`src/source/spi_pkg.sv`:
```
/*
  Shared constants and types for the APB SPI master for SD cards.
  Register offsets are byte offsets inside a 4 KB APB window.
  The FIFO depth is kept small so the full flag is reachable.
*/
package spi_pkg;

    // fifo geometry
    localparam int SPI_FIFO_LOG2_DEPTH = 4;     // 16 entries
    localparam int SPI_FIFO_DBITS = 8;

    // register map, byte offsets
    localparam logic [11:0] SPI_REG_SCKDIV = 12'h000;   // clock divider
    localparam logic [11:0] SPI_REG_CTRL = 12'h044;     // status, count, crc flag
    localparam logic [11:0] SPI_REG_TXDATA = 12'h048;   // tx fifo push
    localparam logic [11:0] SPI_REG_RXDATA = 12'h04C;   // rx fifo pop

    // transmit engine states, reported in CTRL[5:4]
    typedef enum logic [1:0] {
        SPI_IDLE = 2'd0,        // waiting for a byte count
        SPI_WAIT_EDGE = 2'd1,   // byte loaded, waiting for sclk fall
        SPI_SEND_DATA = 2'd2,   // shifting eight bits
        SPI_ENDING = 2'd3       // waiting for chip select release
    } spi_state_e;

endpackage
```
`src/source/apb_spi.sv`:
```
/*
  APB SPI master for SD cards. Registers at 0x00 (divider),
  0x44 (control/status), 0x48 (tx data) and 0x4C (rx data).
  Only address bits 11:0 are decoded. Reading RXDATA pops the head.
  Software checks TXDATA[31] before pushing, writes when full are lost.
*/
`timescale 1ns/1ps

module apb_spi (
    input  logic        i_clk,
    input  logic        i_nrst,
    input  logic        i_psel,
    input  logic        i_penable,
    input  logic        i_pwrite,
    input  logic [31:0] i_paddr,
    input  logic [31:0] i_pwdata,
    output logic [31:0] o_prdata,
    output logic        o_pready,
    output logic        o_pslverr,
    output logic        o_cs_n,
    output logic        o_sclk,
    output logic        o_mosi,
    input  logic        i_miso,
    input  logic        i_detected,
    input  logic        i_protect
);

    import spi_pkg::*;

    logic        req_valid;
    logic [31:0] req_addr;
    logic        req_write;
    logic [31:0] req_wdata;
    logic        resp_valid_q;
    logic [31:0] resp_rdata_q;
    logic [31:0] rdata;
    logic [11:0] reg_off;
    logic        wr_req;
    logic        rd_req;
    logic [30:0] scaler_q;

    logic        tx_wr_valid, tx_wr_ready;
    logic        tx_rd_valid, tx_rd_ready;
    logic [7:0]  tx_rd_data;
    logic        rx_wr_valid;
    logic        rx_rd_valid, rx_rd_ready;
    logic [7:0]  rx_wr_data, rx_rd_data;

    logic        eng_load;
    spi_state_e  eng_state;
    logic [15:0] eng_byte_count;
    logic        eng_crc;

    apb_slave_port pslv0 (
        .i_clk(i_clk),
        .i_nrst(i_nrst),
        .i_psel(i_psel),
        .i_penable(i_penable),
        .i_pwrite(i_pwrite),
        .i_paddr(i_paddr),
        .i_pwdata(i_pwdata),
        .o_prdata(o_prdata),
        .o_pready(o_pready),
        .o_pslverr(o_pslverr),
        .o_req_valid(req_valid),
        .o_req_addr(req_addr),
        .o_req_write(req_write),
        .o_req_wdata(req_wdata),
        .i_resp_valid(resp_valid_q),
        .i_resp_rdata(resp_rdata_q)
    );

    assign reg_off = req_addr[11:0];
    assign wr_req = req_valid & req_write;
    assign rd_req = req_valid & ~req_write;

    assign tx_wr_valid = wr_req && (reg_off == SPI_REG_TXDATA);
    assign rx_rd_ready = rd_req && (reg_off == SPI_REG_RXDATA);    // pop on read
    assign eng_load = wr_req && (reg_off == SPI_REG_CTRL);

    sync_fifo txfifo (
        .i_clk(i_clk),
        .i_nrst(i_nrst),
        .i_wr_valid(tx_wr_valid),
        .i_wr_data(req_wdata[7:0]),
        .o_wr_ready(tx_wr_ready),
        .o_rd_valid(tx_rd_valid),
        .o_rd_data(tx_rd_data),
        .i_rd_ready(tx_rd_ready)
    );

    sync_fifo rxfifo (
        .i_clk(i_clk),
        .i_nrst(i_nrst),
        .i_wr_valid(rx_wr_valid),
        .i_wr_data(rx_wr_data),
        .o_wr_ready(),              // no back-pressure to the line
        .o_rd_valid(rx_rd_valid),
        .o_rd_data(rx_rd_data),
        .i_rd_ready(rx_rd_ready)
    );

    spi_sd_engine engine0 (
        .i_clk(i_clk),
        .i_nrst(i_nrst),
        .i_scaler(scaler_q),
        .i_load(eng_load),
        .i_load_count(req_wdata[31:16]),
        .i_load_crc(req_wdata[7]),
        .o_state(eng_state),
        .o_byte_count(eng_byte_count),
        .o_crc_pending(eng_crc),
        .i_tx_valid(tx_rd_valid),
        .i_tx_data(tx_rd_data),
        .o_tx_ready(tx_rd_ready),
        .o_rx_valid(rx_wr_valid),
        .o_rx_data(rx_wr_data),
        .o_cs_n(o_cs_n),
        .o_sclk(o_sclk),
        .o_mosi(o_mosi),
        .i_miso(i_miso)
    );

    // read mux
    always_comb begin
        case (reg_off)
            SPI_REG_SCKDIV: rdata = {1'b0, scaler_q};
            SPI_REG_CTRL: rdata = {eng_byte_count, 8'h00, eng_crc, 1'b0, eng_state,
                                   1'b0, i_miso, i_protect, i_detected};
            SPI_REG_TXDATA: rdata = {~tx_wr_ready, 31'd0};          // full flag
            SPI_REG_RXDATA: rdata = {~rx_rd_valid, 23'd0, rx_rd_data};
            default: rdata = '0;
        endcase
    end

    always_ff @(posedge i_clk or negedge i_nrst) begin
        if (!i_nrst) begin
            resp_valid_q <= 1'b0;
            resp_rdata_q <= '0;
            scaler_q <= '0;
        end else begin
            resp_valid_q <= req_valid;
            resp_rdata_q <= rdata;
            if (wr_req && reg_off == SPI_REG_SCKDIV) begin
                scaler_q <= req_wdata[30:0];
            end
        end
    end

endmodule

```
`src/source/spi_sd_engine.sv`:
```
/*
  SPI mode 3 style byte engine for SD cards, MSB first.
  SCLK toggles every i_scaler clocks, a zero divider halts it.
  An empty tx FIFO sends 0xFF. Optional CRC7 byte (x^7+x^3+1)
  follows the data. Rx bytes are dropped when the rx FIFO is full.
*/
`timescale 1ns/1ps

module spi_sd_engine (
    input  logic                i_clk,
    input  logic                i_nrst,
    input  logic [30:0]         i_scaler,
    input  logic                i_load,
    input  logic [15:0]         i_load_count,
    input  logic                i_load_crc,
    output spi_pkg::spi_state_e o_state,
    output logic [15:0]         o_byte_count,
    output logic                o_crc_pending,
    input  logic                i_tx_valid,
    input  logic [7:0]          i_tx_data,
    output logic                o_tx_ready,
    output logic                o_rx_valid,
    output logic [7:0]          o_rx_data,
    output logic                o_cs_n,
    output logic                o_sclk,
    output logic                o_mosi,
    input  logic                i_miso
);

    import spi_pkg::*;

    spi_state_e  state_q, state_d;
    logic [30:0] scaler_q;          // last divider, a change restarts the count
    logic [30:0] cnt_q, cnt_d;
    logic        level_q;
    logic        cs_q, cs_d;
    logic [15:0] byte_cnt_q, byte_cnt_d;
    logic        crc_en_q, crc_en_d;
    logic [2:0]  bit_cnt_q, bit_cnt_d;
    logic [7:0]  tx_shift_q, tx_shift_d;
    logic [7:0]  tx_val_q, tx_val_d;
    logic [7:0]  rx_shift_q, rx_shift_d;
    logic        rx_ready_q, rx_ready_d;
    logic [6:0]  crc7_q, crc7_d;
    logic        tick;
    logic        sclk_rise;
    logic        sclk_fall;
    logic        crc_fb;
    logic [6:0]  crc_next;
    logic [7:0]  next_byte;

    // clock scaler
    always_comb begin
        tick = 1'b0;
        cnt_d = cnt_q;
        if (i_scaler != scaler_q) begin
            cnt_d = '0;
        end else if (|i_scaler) begin
            if (cnt_q == i_scaler - 31'd1) begin
                cnt_d = '0;
                tick = 1'b1;
            end else begin
                cnt_d = cnt_q + 31'd1;
            end
        end
    end

    assign sclk_rise = tick & ~level_q;
    assign sclk_fall = tick & level_q;

    // crc7 over the bit currently on the line
    assign crc_fb = crc7_q[6] ^ tx_shift_q[7];
    assign crc_next = {crc7_q[5:3], crc7_q[2] ^ crc_fb, crc7_q[1:0], crc_fb};

    assign next_byte = i_tx_valid ? i_tx_data : 8'hFF;     // idle fill when fifo is dry

    always_comb begin
        state_d = state_q;
        cs_d = cs_q;
        byte_cnt_d = byte_cnt_q;
        crc_en_d = crc_en_q;
        bit_cnt_d = bit_cnt_q;
        tx_shift_d = tx_shift_q;
        tx_val_d = tx_val_q;
        rx_shift_d = rx_shift_q;
        rx_ready_d = rx_ready_q;
        crc7_d = crc7_q;
        o_tx_ready = 1'b0;

        // shift out on the falling edge
        if (sclk_fall && cs_q) begin
            tx_shift_d = {tx_shift_q[6:0], 1'b1};
            if (|bit_cnt_q) bit_cnt_d = bit_cnt_q - 3'd1;
            else cs_d = 1'b0;
        end

        // sample on the rising edge, flush the previous byte first
        if (sclk_rise) begin
            if (rx_ready_q) rx_ready_d = 1'b0;
            if (cs_q) begin
                rx_shift_d = {rx_shift_q[6:0], i_miso};
                crc7_d = crc_next;
            end
        end

        case (state_q)
            SPI_IDLE: begin
                if (|byte_cnt_q) begin
                    o_tx_ready = 1'b1;
                    tx_val_d = next_byte;
                    byte_cnt_d = byte_cnt_q - 16'd1;
                    crc7_d = '0;            // new transfer
                    state_d = SPI_WAIT_EDGE;
                end
            end
            SPI_WAIT_EDGE: begin
                if (sclk_fall) begin
                    cs_d = 1'b1;
                    bit_cnt_d = 3'd7;
                    tx_shift_d = tx_val_q;
                    state_d = SPI_SEND_DATA;
                end
            end
            SPI_SEND_DATA: begin
                if (bit_cnt_q == 3'd0 && sclk_rise) begin
                    if (|byte_cnt_q) begin
                        o_tx_ready = 1'b1;
                        tx_val_d = next_byte;
                        byte_cnt_d = byte_cnt_q - 16'd1;
                        state_d = SPI_WAIT_EDGE;
                    end else if (crc_en_q) begin
                        tx_val_d = {crc_next, 1'b1};    // crc includes this last bit
                        crc_en_d = 1'b0;
                        state_d = SPI_WAIT_EDGE;
                    end else begin
                        state_d = SPI_ENDING;
                    end
                    rx_ready_d = 1'b1;
                end
            end
            default: begin
                // hold until cs released and the last rx byte is out
                if (!cs_q && !rx_ready_q) state_d = SPI_IDLE;
            end
        endcase

        if (i_load) begin
            byte_cnt_d = i_load_count;
            crc_en_d = i_load_crc;
        end
    end

    always_ff @(posedge i_clk or negedge i_nrst) begin
        if (!i_nrst) begin
            state_q <= SPI_IDLE;
            scaler_q <= '0;
            cnt_q <= '0;
            level_q <= 1'b1;            // sclk idles high
            cs_q <= 1'b0;
            byte_cnt_q <= '0;
            crc_en_q <= 1'b0;
            bit_cnt_q <= '0;
            tx_shift_q <= 8'hFF;        // mosi idles high
            rx_ready_q <= 1'b0;
            crc7_q <= '0;
        end else begin
            state_q <= state_d;
            scaler_q <= i_scaler;
            cnt_q <= cnt_d;
            level_q <= level_q ^ tick;
            cs_q <= cs_d;
            byte_cnt_q <= byte_cnt_d;
            crc_en_q <= crc_en_d;
            bit_cnt_q <= bit_cnt_d;
            tx_shift_q <= tx_shift_d;
            rx_ready_q <= rx_ready_d;
            crc7_q <= crc7_d;
        end
    end

    always_ff @(posedge i_clk) begin
        tx_val_q <= tx_val_d;
        rx_shift_q <= rx_shift_d;
    end

    assign o_state = state_q;
    assign o_byte_count = byte_cnt_q;
    assign o_crc_pending = crc_en_q;
    assign o_rx_valid = sclk_rise & rx_ready_q;
    assign o_rx_data = rx_shift_q;
    assign o_cs_n = ~cs_q;
    assign o_sclk = level_q;
    assign o_mosi = tx_shift_q[7];

    // chip select is only driven while a transfer is in flight
    a_cs_busy: assert property (
        @(posedge i_clk) disable iff (!i_nrst)
        !o_cs_n |-> (state_q != SPI_IDLE)
    );

endmodule

```
`src/source/sync_fifo.sv`:
```
/*
  First-word-fall-through byte FIFO, depth taken from spi_pkg.
  A write while full is dropped and a pop while empty is ignored.
  rd_data shows the head word before it is popped.
*/
`timescale 1ns/1ps

module sync_fifo (
    input  logic                               i_clk,
    input  logic                               i_nrst,
    input  logic                               i_wr_valid,
    input  logic [spi_pkg::SPI_FIFO_DBITS-1:0] i_wr_data,
    output logic                               o_wr_ready,
    output logic                               o_rd_valid,
    output logic [spi_pkg::SPI_FIFO_DBITS-1:0] o_rd_data,
    input  logic                               i_rd_ready
);

    import spi_pkg::*;

    localparam int DEPTH = 1 << SPI_FIFO_LOG2_DEPTH;
    localparam int AW = SPI_FIFO_LOG2_DEPTH;

    logic [SPI_FIFO_DBITS-1:0] mem [DEPTH];
    logic [AW:0] wr_ptr_q;     // extra msb tells full from empty
    logic [AW:0] rd_ptr_q;
    logic [AW:0] level;
    logic        full;
    logic        empty;
    logic        push;
    logic        pop;

    assign empty = (wr_ptr_q == rd_ptr_q);
    assign full = (wr_ptr_q[AW] != rd_ptr_q[AW]) && (wr_ptr_q[AW-1:0] == rd_ptr_q[AW-1:0]);
    assign level = wr_ptr_q - rd_ptr_q;

    assign push = i_wr_valid & ~full;
    assign pop = i_rd_ready & ~empty;

    assign o_wr_ready = ~full;
    assign o_rd_valid = ~empty;
    assign o_rd_data = mem[rd_ptr_q[AW-1:0]];

    always_ff @(posedge i_clk) begin
        if (push) begin
            mem[wr_ptr_q[AW-1:0]] <= i_wr_data;
        end
    end

    always_ff @(posedge i_clk or negedge i_nrst) begin
        if (!i_nrst) begin
            wr_ptr_q <= '0;
            rd_ptr_q <= '0;
        end else begin
            if (push) wr_ptr_q <= wr_ptr_q + 1'b1;
            if (pop) rd_ptr_q <= rd_ptr_q + 1'b1;
        end
    end

    // no overflow past the last entry
    a_no_overflow: assert property (
        @(posedge i_clk) disable iff (!i_nrst)
        level <= DEPTH
    );

    // read pointer only moves while a word is stored
    a_no_underflow: assert property (
        @(posedge i_clk) disable iff (!i_nrst)
        (rd_ptr_q != $past(rd_ptr_q)) |-> ($past(level) != '0)
    );

endmodule

```
`src/source/apb_slave_port.sv`:
```
/*
  APB slave front end. Each access phase gives one request strobe.
  The response is expected one cycle after the strobe, so every
  transfer has exactly one wait state. PSLVERR is always zero.
*/
`timescale 1ns/1ps

module apb_slave_port (
    input  logic        i_clk,
    input  logic        i_nrst,
    input  logic        i_psel,
    input  logic        i_penable,
    input  logic        i_pwrite,
    input  logic [31:0] i_paddr,
    input  logic [31:0] i_pwdata,
    output logic [31:0] o_prdata,
    output logic        o_pready,
    output logic        o_pslverr,
    output logic        o_req_valid,
    output logic [31:0] o_req_addr,
    output logic        o_req_write,
    output logic [31:0] o_req_wdata,
    input  logic        i_resp_valid,
    input  logic [31:0] i_resp_rdata
);

    logic        access;
    logic        issued_q;      // request already sent in this phase
    logic        done_q;        // response seen, phase still open
    logic [31:0] rdata_q;

    assign access = i_psel & i_penable;

    assign o_req_valid = access & ~issued_q;
    assign o_req_addr = i_paddr;
    assign o_req_write = i_pwrite;
    assign o_req_wdata = i_pwdata;

    // response stays visible until penable drops
    assign o_pready = access & (i_resp_valid | done_q);
    assign o_prdata = i_resp_valid ? i_resp_rdata : rdata_q;
    assign o_pslverr = 1'b0;

    always_ff @(posedge i_clk or negedge i_nrst) begin
        if (!i_nrst) begin
            issued_q <= 1'b0;
            done_q <= 1'b0;
            rdata_q <= '0;
        end else begin
            issued_q <= access;                 // cleared once penable falls
            done_q <= access & (i_resp_valid | done_q);
            if (i_resp_valid) begin
                rdata_q <= i_resp_rdata;
            end
        end
    end

    // the register file answers exactly one cycle after a strobe
    a_resp_follows_req: assert property (
        @(posedge i_clk) disable iff (!i_nrst)
        i_resp_valid |-> $past(o_req_valid)
    );

endmodule

```
`config.mk`:
```
export PLATFORM = sky130hd
export DESIGN_NAME = apb_spi
export DESIGN_NICKNAME = d
export VERILOG_FILES = /design/src/source/spi_pkg.sv /design/src/source/apb_spi.sv /design/src/source/spi_sd_engine.sv /design/src/source/sync_fifo.sv /design/src/source/apb_slave_port.sv
export SDC_FILE = /design/constraint.sdc
export NUM_CORES = 1
export LEC_CHECK = 0
export CORE_AREA = 3 3 295 297
export CTS_CLUSTER_DIAMETER = 60
export CTS_CLUSTER_SIZE = 14
export DETAILED_ROUTE_END_ITERATION = 12
export DIE_AREA = 0 0 298 300
export DONT_BUFFER_PORTS = 1
export GPL_TIMING_DRIVEN = 0
export HOLD_SLACK_MARGIN = 0.12
export PLACE_DENSITY_LB_ADDON = 0.2
export SLEW_MARGIN = 20
export SYNTH_ARGS = -nofsm -noshare
export SYNTH_HDL_FRONTEND = slang
export SYNTH_SLANG_ARGS = --single-unit
export TNS_END_PERCENT = 5
```
`constraint.sdc`:
```
create_clock -name i_clk -period 6.7 [get_ports i_clk]
set_input_delay 1.34 -clock i_clk [delete_from_list [all_inputs] [get_ports i_clk]]
set_output_delay 1.34 -clock i_clk [all_outputs]
set_load 0.01 [all_outputs]
```
# Word level (Yosys, flattened, before mapping)
# Memories as Yosys holds them, arrays and structs flattened.
# Index checks and enable logic that the tools add are counted.
[word_totals] reg_bits=236 latch_bits=0 ramBits=256 romBits=0 in_bits=72 word_cells=158 memories=2
[mem_list] name="rxfifo.mem" words=16 word_bits=8 rd=1 rd_ports_with_merged_regs=0 write_ports=1 line_no="sync_fifo.sv:24" source="logic [SPI_FIFO_DBITS-1:0] mem [DEPTH];"
[mem_list] name="txfifo.mem" words=16 word_bits=8 rd=1 rd_ports_with_merged_regs=0 write_ports=1 line_no="sync_fifo.sv:24"
[op_classes] addsub=8 mul=0 div=0 magnitude_cmp=0 n_eq_ne=19 n_shift=0 n_mux=54 n_bitwise=24 n_reduce_logical=28
[ops] operator="case mux 32 bit (4 select lines)" count=1
[ops] operator="2-to-1 mux 31 bit" count=3
[ops] operator="2-to-1 mux 8 bit" count=8
[ops] operator="2-to-1 mux 16 bit" count=3
[ops] operator="== test 12 x 7 -> 1 bit (second input constant)" count=3
[ops] operator="2-to-1 mux 32 bit" count=1
[ops] operator="case mux 16 bit (2 select lines)" count=1
[ops] operator="adder 31 x 1 -> 31 bit (second input constant)" count=1
[ops] operator="== test 31 bit" count=1
[ops] operator="!= test 31 bit" count=1
[ops] operator="OR reduction 31 bit" count=1
[ops] operator="subtractor 31 x 1 -> 31 bit (second input constant)" count=1
[ops] operator="2-to-1 mux 7 bit" count=4
[ops] operator="adder 5 x 1 -> 5 bit (second input constant)" count=4
[ops] operator="2-to-1 mux 1 bit" count=20
[ops] operator="case mux 8 bit (2 select lines)" count=1
[ops] operator="OR reduction 16 bit" count=1
[ops] operator="subtractor 16 x 1 -> 16 bit (second input constant)" count=1
[ops] operator="bitwise AND 1 bit" count=12
[ops] operator="zero test 12 bit" count=1
[ops] operator="2-to-1 mux 2 bit" count=6
[ops] operator="2-to-1 mux 3 bit" count=4
[ops] operator="== test 5 bit" count=2
[ops] operator="logical AND 1 bit" count=9
[ops] operator="other kinds (24)" count=43

# Depth between registers and ports, before layout
# Gate-level depths: netlist of the first run.
[depth] ltp_word=10 mapped_depth=22

# Hierarchy
# Synthesis of the first run repeated with hierarchy kept, for this count alone.
[unflattened] cells_unflattened=1605 hier_area_um2=22389.0
[modules_own_cells] mod="spi_sd_engine" instances=1 cells_per_inst=721 area_each_um2=6642.6 seq_area_each_um2=3044.2
[modules_own_cells] mod="sync_fifo (rxfifo)" instances=1 cells_per_inst=279 area_each_um2=5627.9 seq_area_each_um2=4093.9
[modules_own_cells] mod="sync_fifo (txfifo)" instances=1 cells_per_inst=284 area_each_um2=5612.9 seq_area_each_um2=4093.9
[modules_own_cells] mod="apb_spi" instances=1 cells_per_inst=181 area_each_um2=2590.0 seq_area_each_um2=1601.5
[modules_own_cells] mod="apb_slave_port" instances=1 cells_per_inst=140 area_each_um2=1915.6 seq_area_each_um2=850.8

# Least setup slack after synthesis of the first run
# No wires, ideal clock.
[synth_path] kind="register to register" startpoint="register scaler_q[0]" endpoint="register engine0.byte_cnt_q[13], in the netlist engine0.o_byte_count[13]" setup_ns=0.137 arrival_time_ns=4.855 slack_ns=1.708 stages_incl_launch_ff=23 n_path_buf=3 synth_period_minus_slack_ns=4.992 path_cell_list="dfrtp_1 clkbuf_1 inv_1 ha_1 or4b_1 buf_2 or4_4 nor3_1 a21oi_1 nor3_2 nand4_1 or4_1 nor2_1 ha_1 nand2_1 a21oi_1 and2_1 nand3_1 or2_2 clkbuf_1 nor4_1 xnor2_1 a21oi_1"
[synth_via] elab_chain_cells=9 elab_cells_between_ends=11 cone_classes="add/sub: 1; eq/ne: 3; mux: 3; bitwise: 1; reduce/logical: 3"
[synth_rtl] item="start: declaration" line_no="apb_spi.sv:40" source="logic [30:0] scaler_q;"
[synth_rtl] item="start signal: assignment" line_no="apb_spi.sv:145" source="scaler_q <= req_wdata[30:0];"
[synth_rtl] item="subtractor 31 x 1 -> 31 bit" line_no="spi_sd_engine.sv:59" source="if (cnt_q == i_scaler - 31'd1) begin"
[synth_rtl] item="== test 31 bit" line_no="spi_sd_engine.sv:59"
[synth_rtl] item="2-to-1 mux 1 bit" line_no="spi_sd_engine.sv:59"
[synth_rtl] item="2-to-1 mux 1 bit" line_no="spi_sd_engine.sv:58" source="end else if (|i_scaler) begin"
[synth_rtl] item="2-to-1 mux 1 bit *" line_no="spi_sd_engine.sv:56" source="if (i_scaler != scaler_q) begin"
[synth_rtl] item="bitwise AND 1 bit *" line_no="spi_sd_engine.sv:68" source="assign sclk_rise = tick & ~level_q;"
[synth_rtl] item="logical AND 1 bit *" line_no="spi_sd_engine.sv:125" source="if (bit_cnt_q == 3'd0 && sclk_rise) begin"
[synth_rtl] item="!= test 3 x 2 -> 1 bit (no line) *"
[synth_rtl] item="AND reduction 2 bit (no line) *"
[synth_rtl] item="end signal: assignment" line_no="spi_sd_engine.sv:172" source="byte_cnt_q <= byte_cnt_d;"
[synth_rtl] item="end: declaration" line_no="spi_sd_engine.sv:37" source="logic [15:0] byte_cnt_q, byte_cnt_d;"
# Every way passes the cells marked *; elsewhere a longest branch is shown, timed or not.
# A chain may end at the register's enable or synchronous reset.

# Worst setup path in the final report of the first run
# Ends and elaborated chain as after synthesis.

==> impl_results.md, run 1 <==
- Status: finished, final reports clean
- # IOs: 109
- Worst slew pin tran: 1.06 ns
- Vias in the first global route: 12340
- Core ar.: 84900 um^2
- Top cell by count, worst path: nand3_1
- Synth Area in Compound Gates: 4.94%
- Clock sinks: 492
- Max_cap viols: 0
- Fin Setup TNS: 0 ns
- Crit path kind: flip-flop to flip-flop
- Die area: 89400 um^2
- RSZ-0062 raised after global routing: false
- Crit path time final: 6.17 ns
- Crit. End Element: flip-flop
- Root Driver: clkbuf_16
- Slowest-stage cell, CP: or4_1
- Gate Count Post-Synth: 1445
- Final nets: 1590
- Worst Setup Start Kind: flip-flop
- Simple-gate area share of the yosys netlist: 9.95%
- Largest family of logic cells by synthesized area: multiplexers
- Fin crit share: 92.1%
- Htree depth: 2
- Starting density of the core: 24.9%
- Max Clk Rate: 162 MHz
- Critical-path cell list: clkbuf_1 -> inv_1 -> ha_1 -> or4b_1 -> buf_2 -> nor4_4 -> nand3_1 -> or4b_1 -> nand3_1 -> o211ai_1 -> or4_1 -> nor2_2 -> ha_2 -> nand2_1 -> a21oi_1 -> and2_1 -> nand3_1 -> or2_2 -> clkbuf_1 -> nor4_1 -> xnor2_1 -> a21oi_1
- Worst reg2reg setup slack: 0.53 ns
- Post-Syn Area: 21100 um^2
- Syn nets: 1535
- Total track usage: 12.3%
- Layout cells sized above 1: 17.9%
- DR WL/cell: 20.5 um
- Die X: 298 um
- Worst Clk Skew: 0.0471 ns
- Final core occ: 28.5%
- Dpl hpwl: 38300 um
- Worst hold slack: 0.348 ns
- Synth Area in XOR/XNOR: 4.73%
- Syn-to-layout area delta: 14.6%
- Crit path required time: 7.15 ns
- Post-route ant nets: 0
- Synthesized area per cell: 14.6 um^2
- Worst VDD drop: 0.156 mV
- 1st-pass router iterations: 6
- Synth Area in Adders: 1.07%
- Yosys reg bits: 492
- CP arrival: 6.62 ns
- Pwr dens: 305 nW/um^2
- HP Class: flip-flop to flip-flop
- Global-route wire length before repair: 83300 um
- I/O Buffers: 0
- Slowest cell delay on critical path: 0.62 ns
- Hold_buf cts: 0
- Vias: 12102
- Clk slew on worst S/H paths: 0.07 ns
- Initial antenna violation count: 1
- Commonest non-fill, non-tap cells in the layout: edfxtp_1 (272), dfrtp_1 (211), nor2_1 (102)
- Clk Latency, worst-skew pair: 0.60 ns
- Commonest non-fill, non-tap cell in the layout: edfxtp_1
- Asr flop ratio synth: 44.7%
- Pwr Total: 0.00737 W
- Total grt overflow: 0
- # rows: 107
- RePlAce Congestion: 0.817
- Inserted Clock Buffers: 48
- Ys Warns: 0
- Pin count of the biggest net entering global routing: 221
- Max Slew Vio Count: 0
- Leak: 9.06 nW
- Slew HR: 28.9%
- Post-synth EDFFs: 272
- Sequential-to-total area share from yosys stat: 64.8%
- DRT Wirelength: 55100 um
- Setup violators final: 0
- Via/cell ratio: 4.51
- Die Ht: 300 um
- Number of fillers in the final layout: 8659
- Post-synthesis mux area share: 12.2%
- Endpoints failing hold: 0
- Synth unique cells: 66
- Longest Clk Path Bufs: 3
- Main flop type after synthesis: edfxtp_1
- Drt drc: 0
- CTS tree: built
- Crit-path max FO: 7
- Initial DRC count: 898
==> final cells by class <==
class	count	area [um^2]	share of cell area, %
antenna	2	5.00	0.0207
buffer	88	365	1.51
clock buffer	72	1390	5.74
clock inverter	16	171	0.709
inverter	33	124	0.512
multi-input combinational	832	6990	28.9
sequential	492	13700	56.6
tap	1144	1430	5.92
timing repair buffer	5	37.5	0.155
==> sequential cells by signal, summed over array words and instances, names as in the netlist, 7 cells and up, named ones only <==
register	cells
resp_rdata_q	32
scaler_q	31
engine0.crc7_q	7
engine0.tx_val_q	8
txfifo.mem	128
pslv0.rdata_q	32
engine0.tx_shift_q	8
engine0.o_rx_data	8
engine0.cnt_q	31
engine0.scaler_q	31
engine0.o_byte_count	16
rxfifo.mem	128
==> per-layer routing <==
layer	wire length [um]	track usage, %
met3	3920	3.55
met1	25600	17.1
met4	1050	2.94
met5	0	0
met2	24500	18.9
==> power by group <==
group          switching [W]  internal [W]
combinational       0.000617      0.000490
clock                0.00122       0.00150
sequential          0.000152       0.00340
==> final timing paths <==
path	startpoint	end	cells after the start
worst max-delay path	scaler_q[0]	engine0.o_byte_count[13]	22
worst min-delay path	scaler_q[3]	engine0.scaler_q[3]	0
worst max register to register	scaler_q[0]	engine0.o_byte_count[13]	22
worst min register to register	scaler_q[3]	engine0.scaler_q[3]	0
max in group asynchronous	i_nrst	txfifo.rd_ptr_q[4]	0
min in group asynchronous	i_nrst	engine0.cnt_q[21]	0
==> kinds of logic after synthesis <==
logic type,count (synthesis)
AND/OR/NAND/NOR,402
multiplexers,149
flip-flops,492
other,1
adder cells (fa/ha/maj),18
AO/OA/AOI/OAI,148
XOR/XNOR,114
buffers and inverters,121
==> worst max-delay path: cells and delay by family (launching register included) <==
family	cells	cell delay, ns
compound gates	3	0.54
xor+xnor	1	0.16
fa+ha+maj	2	0.51
buf+inv	4	0.84
flops	1	0.38
simple gates	12	3.59
==> Yosys cell counts (all sizes together), types with 4 or more instances <==
cell | number | area share, %
ha | 18 | 1.1
and3 | 8 | 0.24
or4 | 13 | 0.48
nand4 | 24 | 0.71
clkbuf | 66 | 1.2
xnor2 | 62 | 2.6
a22o | 19 | 0.79
o21a | 4 | 0.14
nand2 | 79 | 1.4
o21ai | 29 | 0.71
nand3b | 4 | 0.14
mux4 | 80 | 8.5
edfxtp | 272 | 39
nor2b | 6 | 0.18
inv | 32 | 0.57
xor2 | 52 | 2.2
and2 | 29 | 0.86
nor4 | 27 | 1.0
or2 | 11 | 0.33
buf | 22 | 0.56
mux2 | 66 | 3.5
nand3 | 25 | 0.59
dfrtp | 211 | 25
a22oi | 6 | 0.21
dfstp | 9 | 1.1
o22a | 5 | 0.21
nor3b | 6 | 0.21
nor4b | 5 | 0.21
or3 | 8 | 0.24
nor3 | 41 | 1.0
o22ai | 7 | 0.21
a221o | 21 | 1.0
a21oi | 36 | 0.85
nor2 | 105 | 1.9
==> through the flow <==
stage | instance area, um^2 | instances | worst slack (ns)
4_1_cts | 24200 | 2682 | 0.271
5_1_grt | 24200 | 2682 | 0.0447
6_report | 24200 | 2684 | 0.532
2_1_floorplan | 21100 | 1445 | 1.71
3_5_place_dp | 22600 | 2594 | 0.304
3_3_place_gp | 22600 | 2589 | 0.304
==> timing repair <==
item,in CTS,in global routing
setup endpoints to repair,0,5
setup buffers,0,0
gates resized for setup,0,2
No activity file was read; power rests on OpenSTA's default activity.
==> inputs of run 2 (changes only) <==
--- a/config.mk
+++ b/config.mk
@@ -5,12 +5,12 @@
 export SDC_FILE = /design/constraint.sdc
 export NUM_CORES = 1
 export LEC_CHECK = 0
+export BUFFER_PORTS_ARGS = -buffer_cell sky130_fd_sc_hd__buf_4
 export CORE_AREA = 3 3 295 297
 export CTS_CLUSTER_DIAMETER = 60
 export CTS_CLUSTER_SIZE = 14
 export DETAILED_ROUTE_END_ITERATION = 12
 export DIE_AREA = 0 0 298 300
-export DONT_BUFFER_PORTS = 1
 export GPL_TIMING_DRIVEN = 0
 export HOLD_SLACK_MARGIN = 0.12
 export PLACE_DENSITY_LB_ADDON = 0.2
==> run 2 against run 1 <==
Wire length rose by 0.77%. Global-route usage rose by 0.10 points. Core utilization rose by 0.90 points. Clock skew fell by 0.010 ns. Sequential power barely moved. Register-to-register slack barely moved. Final area rose by 3.2%. Count of clock-buffer cells in the layout fell by 1. Power rose by 2.3%. Critical path type unchanged.
==> impl_results.md, run 2 (synthesis results as in run 1) <==
- Die area: 89400 um^2 (unchanged)
- DR WL/cell: 20.0 um (-2.4%)
- Clk Latency, worst-skew pair: 0.60 ns (about the same)
- Setup violators final: 0 (unchanged)
- Area of the multi-input gates: 6990 um^2 (about the same)
- Core ar.: 84900 um^2 (unchanged)
- Pin count of the biggest net entering global routing: 90 (-59%)
- Slew HR: 34.0% (+5.1 points)
- CTS tree: built
- Starting density of the core: 24.9% (unchanged)
- Dpl hpwl: 39100 um (+2.1%)
- Max Slew Vio Count: 0 (unchanged)
- Longest Clk Path Bufs: 3 (unchanged)
- Crit path required time: 7.15 ns (about the same)
- Endpoints failing hold: 0 (unchanged)
- 1st-pass router iterations: 5 (-1)
- Slowest cell delay on critical path: 0.62 ns (about the same)
- Inserted Clock Buffers: 48 (unchanged)
- Number of fillers in the final layout: 8625 (-0.39%)
- RSZ-0062 raised after global routing: false
- CTS resizes: 0 (unchanged)
- Reg area: 13700 um^2 (unchanged)
- Total track usage: 12.4% (+0.10 points)
- Worst Clk Skew: 0.0369 ns (-0.0102 ns)
- Commonest non-fill, non-tap cell in the layout: edfxtp_1
- Switch share: 27.0% (+0.050 points)
- Worst slew pin tran: 0.990 ns (-0.0747 ns)
- Die Ht: 300 um (unchanged)
- Vias: 12431 (+2.7%)
- CP arrival: 6.63 ns (about the same)
- Clk slew on worst S/H paths: 0.06 ns (about the same)
- Final core occ: 29.4% (+0.90 points)
- DRT Wirelength: 55500 um (+0.77%)
- Htree depth: 2 (unchanged)
- Delay-heaviest family, CP: simple AND/OR/NAND/NOR gates
- Vias in the first global route: 12879 (+4.4%)
- Switching pwr: 0.00204 W (+2.5%)
- Hold_buf cts: 0 (unchanged)
- Crit path kind: flip-flop to flip-flop
- Fin crit share: 92.2% (+0.15 points)
- I/O Buffers: 87 (+87)
- Post-route ant nets: 0 (unchanged)
- # IOs: 109 (unchanged)
- RePlAce Congestion: 0.828 (+1.2%)
- Crit-path max FO: 7 (unchanged)
- Layout cells sized above 1: 22.3% (+4.4 points)
- Worst Setup Start Kind: flip-flop
- Setup bufs post-CTS: 0 (unchanged)
- Buffer and inverter count on the worst path: 4 (unchanged)
- Die X: 298 um (unchanged)
- Total grt overflow: 0 (unchanged)
- Initial antenna violation count: 2 (+1)
- Status: finished, final reports clean
- Drt drc: 0 (unchanged)
- Syn-to-layout area delta: 18.2%
- Commonest non-fill, non-tap cells in the layout: edfxtp_1 (272), dfrtp_1 (211), nor2_1 (102)
- Critical-path cell list: clkbuf_1 -> inv_1 -> ha_1 -> or4b_1 -> buf_2 -> nor4_4 -> nand3_1 -> or4b_1 -> nand3_1 -> o211ai_1 -> or4_1 -> nor2_2 -> ha_2 -> nand2_1 -> a21oi_1 -> and2_1 -> nand3_1 -> or2_2 -> clkbuf_1 -> nor4_1 -> xnor2_1 -> a21oi_1
- Final nets: 1678 (+5.5%)
- Root Driver: clkbuf_16
- Worst VDD drop: 0.167 mV (+6.8%)
- Max Clk Rate: 162 MHz (-0.16%)
- Clock sinks: 492 (unchanged)
- HP Class: flip-flop to flip-flop
- Global-route wire length before repair: 84700 um (+1.7%)
- Leak: 9.55 nW (+5.5%)
- Initial DRC count: 890 (-0.89%)
- Power share of the clock group: 37.1% (+0.3 points)
- Internal Power: 0.00551 W (+2.2%)
- Via/cell ratio: 4.48 (-0.54%)
- Crit. End Element: flip-flop
- Fin Setup TNS: 0 ns (unchanged)
- Crit path time final: 6.18 ns (+0.0100 ns)
- Sequential Power Share: 47.0% (-1.2 points)
- Pwr dens: 302 nW/um^2 (-0.83%)
- # rows: 107 (unchanged)
- Top cell by count, worst path: nand3_1
- Max_cap viols: 0 (unchanged)
- Slowest-stage cell, CP: or4_1
- Combinational Power Share: 15.9% (+0.9 points)
## run 2: changes by cell type in the layout (fill, tap and decap cells not counted), sizes merged, moves of 3 or more
cell | previous run | this run
clkinv | 8 | 11
bufinv | 1 | 4
clkinvlp | 3 | 0
buf | 27 | 115
## run 2: layer usage
| metal | routed length [um] | up-vias | GRT usage, % |
|---|---|---|---|
| met5 | 0 | - | 0 |
| met4 | 978 | 0 | 2.86 |
| met3 | 2560 | 74 | 2.28 |
| met2 | 25400 | 270 | 19.6 |
| met1 | 26500 | 6397 | 17.7 |
| li1 | - | 5690 | - |
## run 2: cell type report
type	count	area share (%)
clock inverters	18	1.02
multi-input cells	832	28.0
clock buffers	71	5.45
flip-flops and latches	492	54.8
plain buffers	88	1.46
inverters	33	0.496
repair buffers	93	2.99
diodes	1	0.0100
well taps	1144	5.73
## run 2: power by group through the flow
stage / Combinational (W) / Clock [W] / Sequential (W)
after global placement: 0.00121 / 0 / 0.00361
after CTS: 0.00123 / 0.00289 / 0.00355
after floorplan: 0.000804 / 0 / 0.00355
final: 0.00120 / 0.00280 / 0.00355
after detailed placement: 0.00122 / 0 / 0.00361
after global routing: 0.00132 / 0.00301 / 0.00357
## run 2: worst paths after layout
kind / from / endpoint / slack [ns] / depth (start not counted)
setup / recovery: scaler_q[0] / engine0.o_byte_count[13] / 0.52 / 22
hold / removal: scaler_q[3] / engine0.scaler_q[3] / 0.36 / 0
setup reg to reg: scaler_q[0] / engine0.o_byte_count[13] / 0.52 / 22
hold reg to reg: scaler_q[3] / engine0.scaler_q[3] / 0.36 / 0
max in group asynchronous: i_nrst / engine0.tx_shift_q[6] / 4.71 / 3
min in group asynchronous: i_nrst / engine0.cnt_q[27] / 0.76 / 1
## run 2: metrics by stage
| step | worst slack [ns] | cell area, um^2 | total power [W] | hold slack, ns | std cells |
|---|---|---|---|---|---|
| floorplan | 1.71 | 21100 | 0.00436 | 0.349 | 1445 |
| global placement | 0.374 | 23200 | 0.00481 | 0.354 | 2676 |
| detailed placement | 0.308 | 23300 | 0.00484 | 0.355 | 2682 |
| CTS | 0.272 | 24900 | 0.00767 | 0.358 | 2771 |
| global route | 0.0262 | 25000 | 0.00790 | 0.365 | 2771 |
| finish | 0.521 | 25000 | 0.00754 | 0.362 | 2772 |
==> inputs of run 3 (changes only) <==
--- a/config.mk
+++ b/config.mk
@@ -5,12 +5,12 @@
 export SDC_FILE = /design/constraint.sdc
 export NUM_CORES = 1
 export LEC_CHECK = 0
-export BUFFER_PORTS_ARGS = -buffer_cell sky130_fd_sc_hd__buf_4
-export CORE_AREA = 3 3 295 297
+export CORE_AREA = 2 2 294 296
 export CTS_CLUSTER_DIAMETER = 60
 export CTS_CLUSTER_SIZE = 14
 export DETAILED_ROUTE_END_ITERATION = 12
-export DIE_AREA = 0 0 298 300
+export DIE_AREA = 0 0 296 298
+export DONT_BUFFER_PORTS = 1
 export GPL_TIMING_DRIVEN = 0
 export HOLD_SLACK_MARGIN = 0.12
 export PLACE_DENSITY_LB_ADDON = 0.2
==> constraint.sdc (replaced) <==
create_clock -name i_clk -period 6.7 [get_ports i_clk]
set_input_delay 1.34 -clock i_clk [delete_from_list [all_inputs] [get_ports i_clk]]
set_output_delay 1.34 -clock i_clk [all_outputs]
set_load 0.05 [all_outputs]
==> run 3 against run 2 <==
Combinational power fell by 8%. Final cell count fell by 3.0%. Count of clock-buffer cells in the layout did not move. Via count fell by 3.0%. Wire length fell by 2.0%. Die area fell by 1.3%. Largest power group unchanged. Highest routed layer is now met5.
==> impl_results.md, run 3 (synthesis results as in run 1) <==
- Die Ht: 298 um (-0.67%)
- Clk slew on worst S/H paths: 0.06 ns (about the same)
- Layout cells sized above 1: 18.0% (-4.4 points)
- Switching pwr: 0.00205 W (+0.64%)
- Root Driver: clkbuf_16
- Worst reg2reg setup slack: 0.48 ns (-0.04 ns)
- Syn-to-layout area delta: 14.8%
- Crit-path max FO: 10 (+3)
- Critical R2R Capture: engine0.o_byte_count[13]
- Global-route wire length before repair: 81700 um (-3.5%)
- RePlAce Congestion: 0.820 (-0.86%)
- Drt drc: 0 (unchanged)
- Slowest-stage cell, CP: or4_1
- Status: finished, final reports clean
- Power share of the clock group: 37.2% (about the same)
- Critical-path cell list: clkbuf_1 -> nor4_1 -> nand4_1 -> or4_1 -> a2111o_1 -> nor4_2 -> nand4_1 -> or4_1 -> nor2_2 -> ha_1 -> nand2_1 -> a21oi_1 -> and2_1 -> nand3_1 -> or2_2 -> clkbuf_1 -> nor4_1 -> xnor2_1 -> a21oi_1
- Pin count of the biggest net entering global routing: 221 (+150%)
- Buffer and inverter count on the worst path: 2 (-2)
- Crit path kind: flip-flop to flip-flop
- Slowest cell delay on critical path: 0.64 ns (+0.02 ns)
- CTS tree: built
- Internal Power: 0.00540 W (-1.9%)
- Max Clk Rate: 161 MHz (-0.69%)
- Initial antenna violation count: 6 (+4)
- Commonest non-fill, non-tap cells in the layout: edfxtp_1 (272), dfrtp_1 (211), nor2_1 (103)
- Delay-heaviest family, CP: simple AND/OR/NAND/NOR gates
- Initial DRC count: 954 (+7.2%)
- DRT Wirelength: 54400 um (-2.0%)
- Die area: 88200 um^2 (-1.3%)
- PnR worst setup slack: 0.479 ns (-0.0429 ns)
- Endpoints failing hold: 0 (unchanged)
- Max_cap viols: 0 (unchanged)
- Final nets: 1592 (-5.1%)
- Clk Latency, worst-skew pair: 0.61 ns (about the same)
- Total track usage: 12.3% (-0.084 points)
- Pwr dens: 307 nW/um^2 (+1.7%)
- Setup violators final: 0 (unchanged)
- DR WL/cell: 20.2 um (+1.1%)
- Fin crit share: 92.9% (+0.64 points)
- HP Class: flip-flop to flip-flop
- Vias: 12060 (-3.0%)
- Worst VDD drop: 0.188 mV (+12%)
- Worst slew pin tran: 1.02 ns (+0.0275 ns)
- Pwr Total: 0.00745 W (-1.2%)
- Dpl hpwl: 38100 um (-2.7%)
- Crit. End Element: flip-flop
- CP arrival: 6.68 ns (+0.05 ns)
- Worst Setup Start Kind: flip-flop
- Crit path required time: 7.16 ns (about the same)
- # IOs: 109 (unchanged)
- Worst Clk Skew: 0.0347 ns (-0.00220 ns)
- Min-Delay Endpoint: engine0.scaler_q[3]
- Switch share: 27.5% (+0.52 points)
- Clock sinks: 492 (unchanged)
- Post-route ant nets: 0 (unchanged)
- Combinational Power Share: 14.8% (-1.1 points)
- R2R depth: 19 (-14%)
- Fin Setup TNS: 0 ns (unchanged)
- Via/cell ratio: 4.49 (about the same)
- 1st-pass router iterations: 5 (unchanged)
- Crit path time final: 6.22 ns (+0.0429 ns)
- Hold path depth: 0 (unchanged)
- RSZ-0062 raised after global routing: false
- Leak: 9.09 nW (-4.9%)
- # rows: 107 (unchanged)
- Core ar.: 84900 um^2 (unchanged)
- Worst hold slack: 0.359 ns (-0.00316 ns)
- Hold_buf cts: 0 (unchanged)
- Max Slew Vio Count: 0 (unchanged)
- Inserted Clock Buffers: 50 (+4.2%)
- Starting density of the core: 24.9% (unchanged)
- Hold path start: scaler_q[3]
- I/O Buffers: 0 (-100%)
- Longest Clk Path Bufs: 3 (unchanged)
- Die X: 296 um (-0.67%)
- Worst r2r src: scaler_q[5]
- Vias in the first global route: 12459 (-3.3%)
- Htree depth: 2 (unchanged)
- Post-place setup slack: 0.337 ns (+0.0293 ns)
- Total grt overflow: 0 (unchanged)
- Commonest non-fill, non-tap cell in the layout: edfxtp_1
- Sequential Power Share: 48.0% (+1.0 points)
- Slew HR: 32.0% (-2.0 points)
run 3: worst max-delay path by stage:
| stage | to | start | slack (ns) | cells after the start |
|---|---|---|---|---|
| after floorplan | engine0.o_byte_count[13] | scaler_q[0] | 1.71 | 22 |
| after global placement | rxfifo.mem[0][1] | scaler_q[0] | 0.41 | 17 |
| after detailed placement | rxfifo.mem[2][1] | scaler_q[0] | 0.34 | 17 |
| after CTS | engine0.o_byte_count[13] | scaler_q[0] | 0.29 | 22 |
| after global routing | engine0.o_byte_count[13] | scaler_q[0] | 0.02 | 22 |
| final | engine0.o_byte_count[13] | scaler_q[5] | 0.48 | 19 |
run 3: timing repair:
item | in CTS | in global routing
buffers inserted | 0 | 0
gates resized for setup | 0 | 1
setup endpoints to repair | 0 | 2
hold endpoints to repair | 0 | 0
run 3: final cells by class:
cell class              instances  area [um^2]
multi-input cells             832         6980
flip-flops and latches        492        13700
clock buffers                  71         1380
clock inverters                22          229
fillers                      8601        60600
plain buffers                  88          365
repair buffers                  5         37.5
diodes                          1         2.50
inverters                      33          124
well taps                    1144         1430
run 3: layer usage:
layer / up-vias / global-route usage [%] / part of all wire (%) / wire length [um]
met1: 6161 / 16.7 / 45 / 24300
met5: - / 0 / 0.062 / 34
met2: 301 / 19.1 / 46 / 24800
li1: 5519 / - / - / -
met4: 6 / 3.08 / 2.0 / 1100
met3: 73 / 3.73 / 7.7 / 4200
run 3: through the flow:
step | cell area, um^2 | instances | util, %
2_1_floorplan | 21100 | 1445 | -
3_3_place_gp | 22600 | 2589 | 26.6
3_5_place_dp | 22600 | 2594 | 26.6
4_1_cts | 24200 | 2687 | 28.5
5_1_grt | 24200 | 2688 | 28.6
6_report | 24200 | 2688 | 28.6
run 3: power groups by stage:
stage	clock [W]	combinational [W]	sequential, W
2_1_floorplan	0	0.000814	0.00357
3_3_place_gp	0	0.00111	0.00364
3_5_place_dp	0	0.00112	0.00364
4_1_cts	0.00286	0.00113	0.00358
5_1_grt	0.00297	0.00121	0.00360
6_report	0.00277	0.00110	0.00357
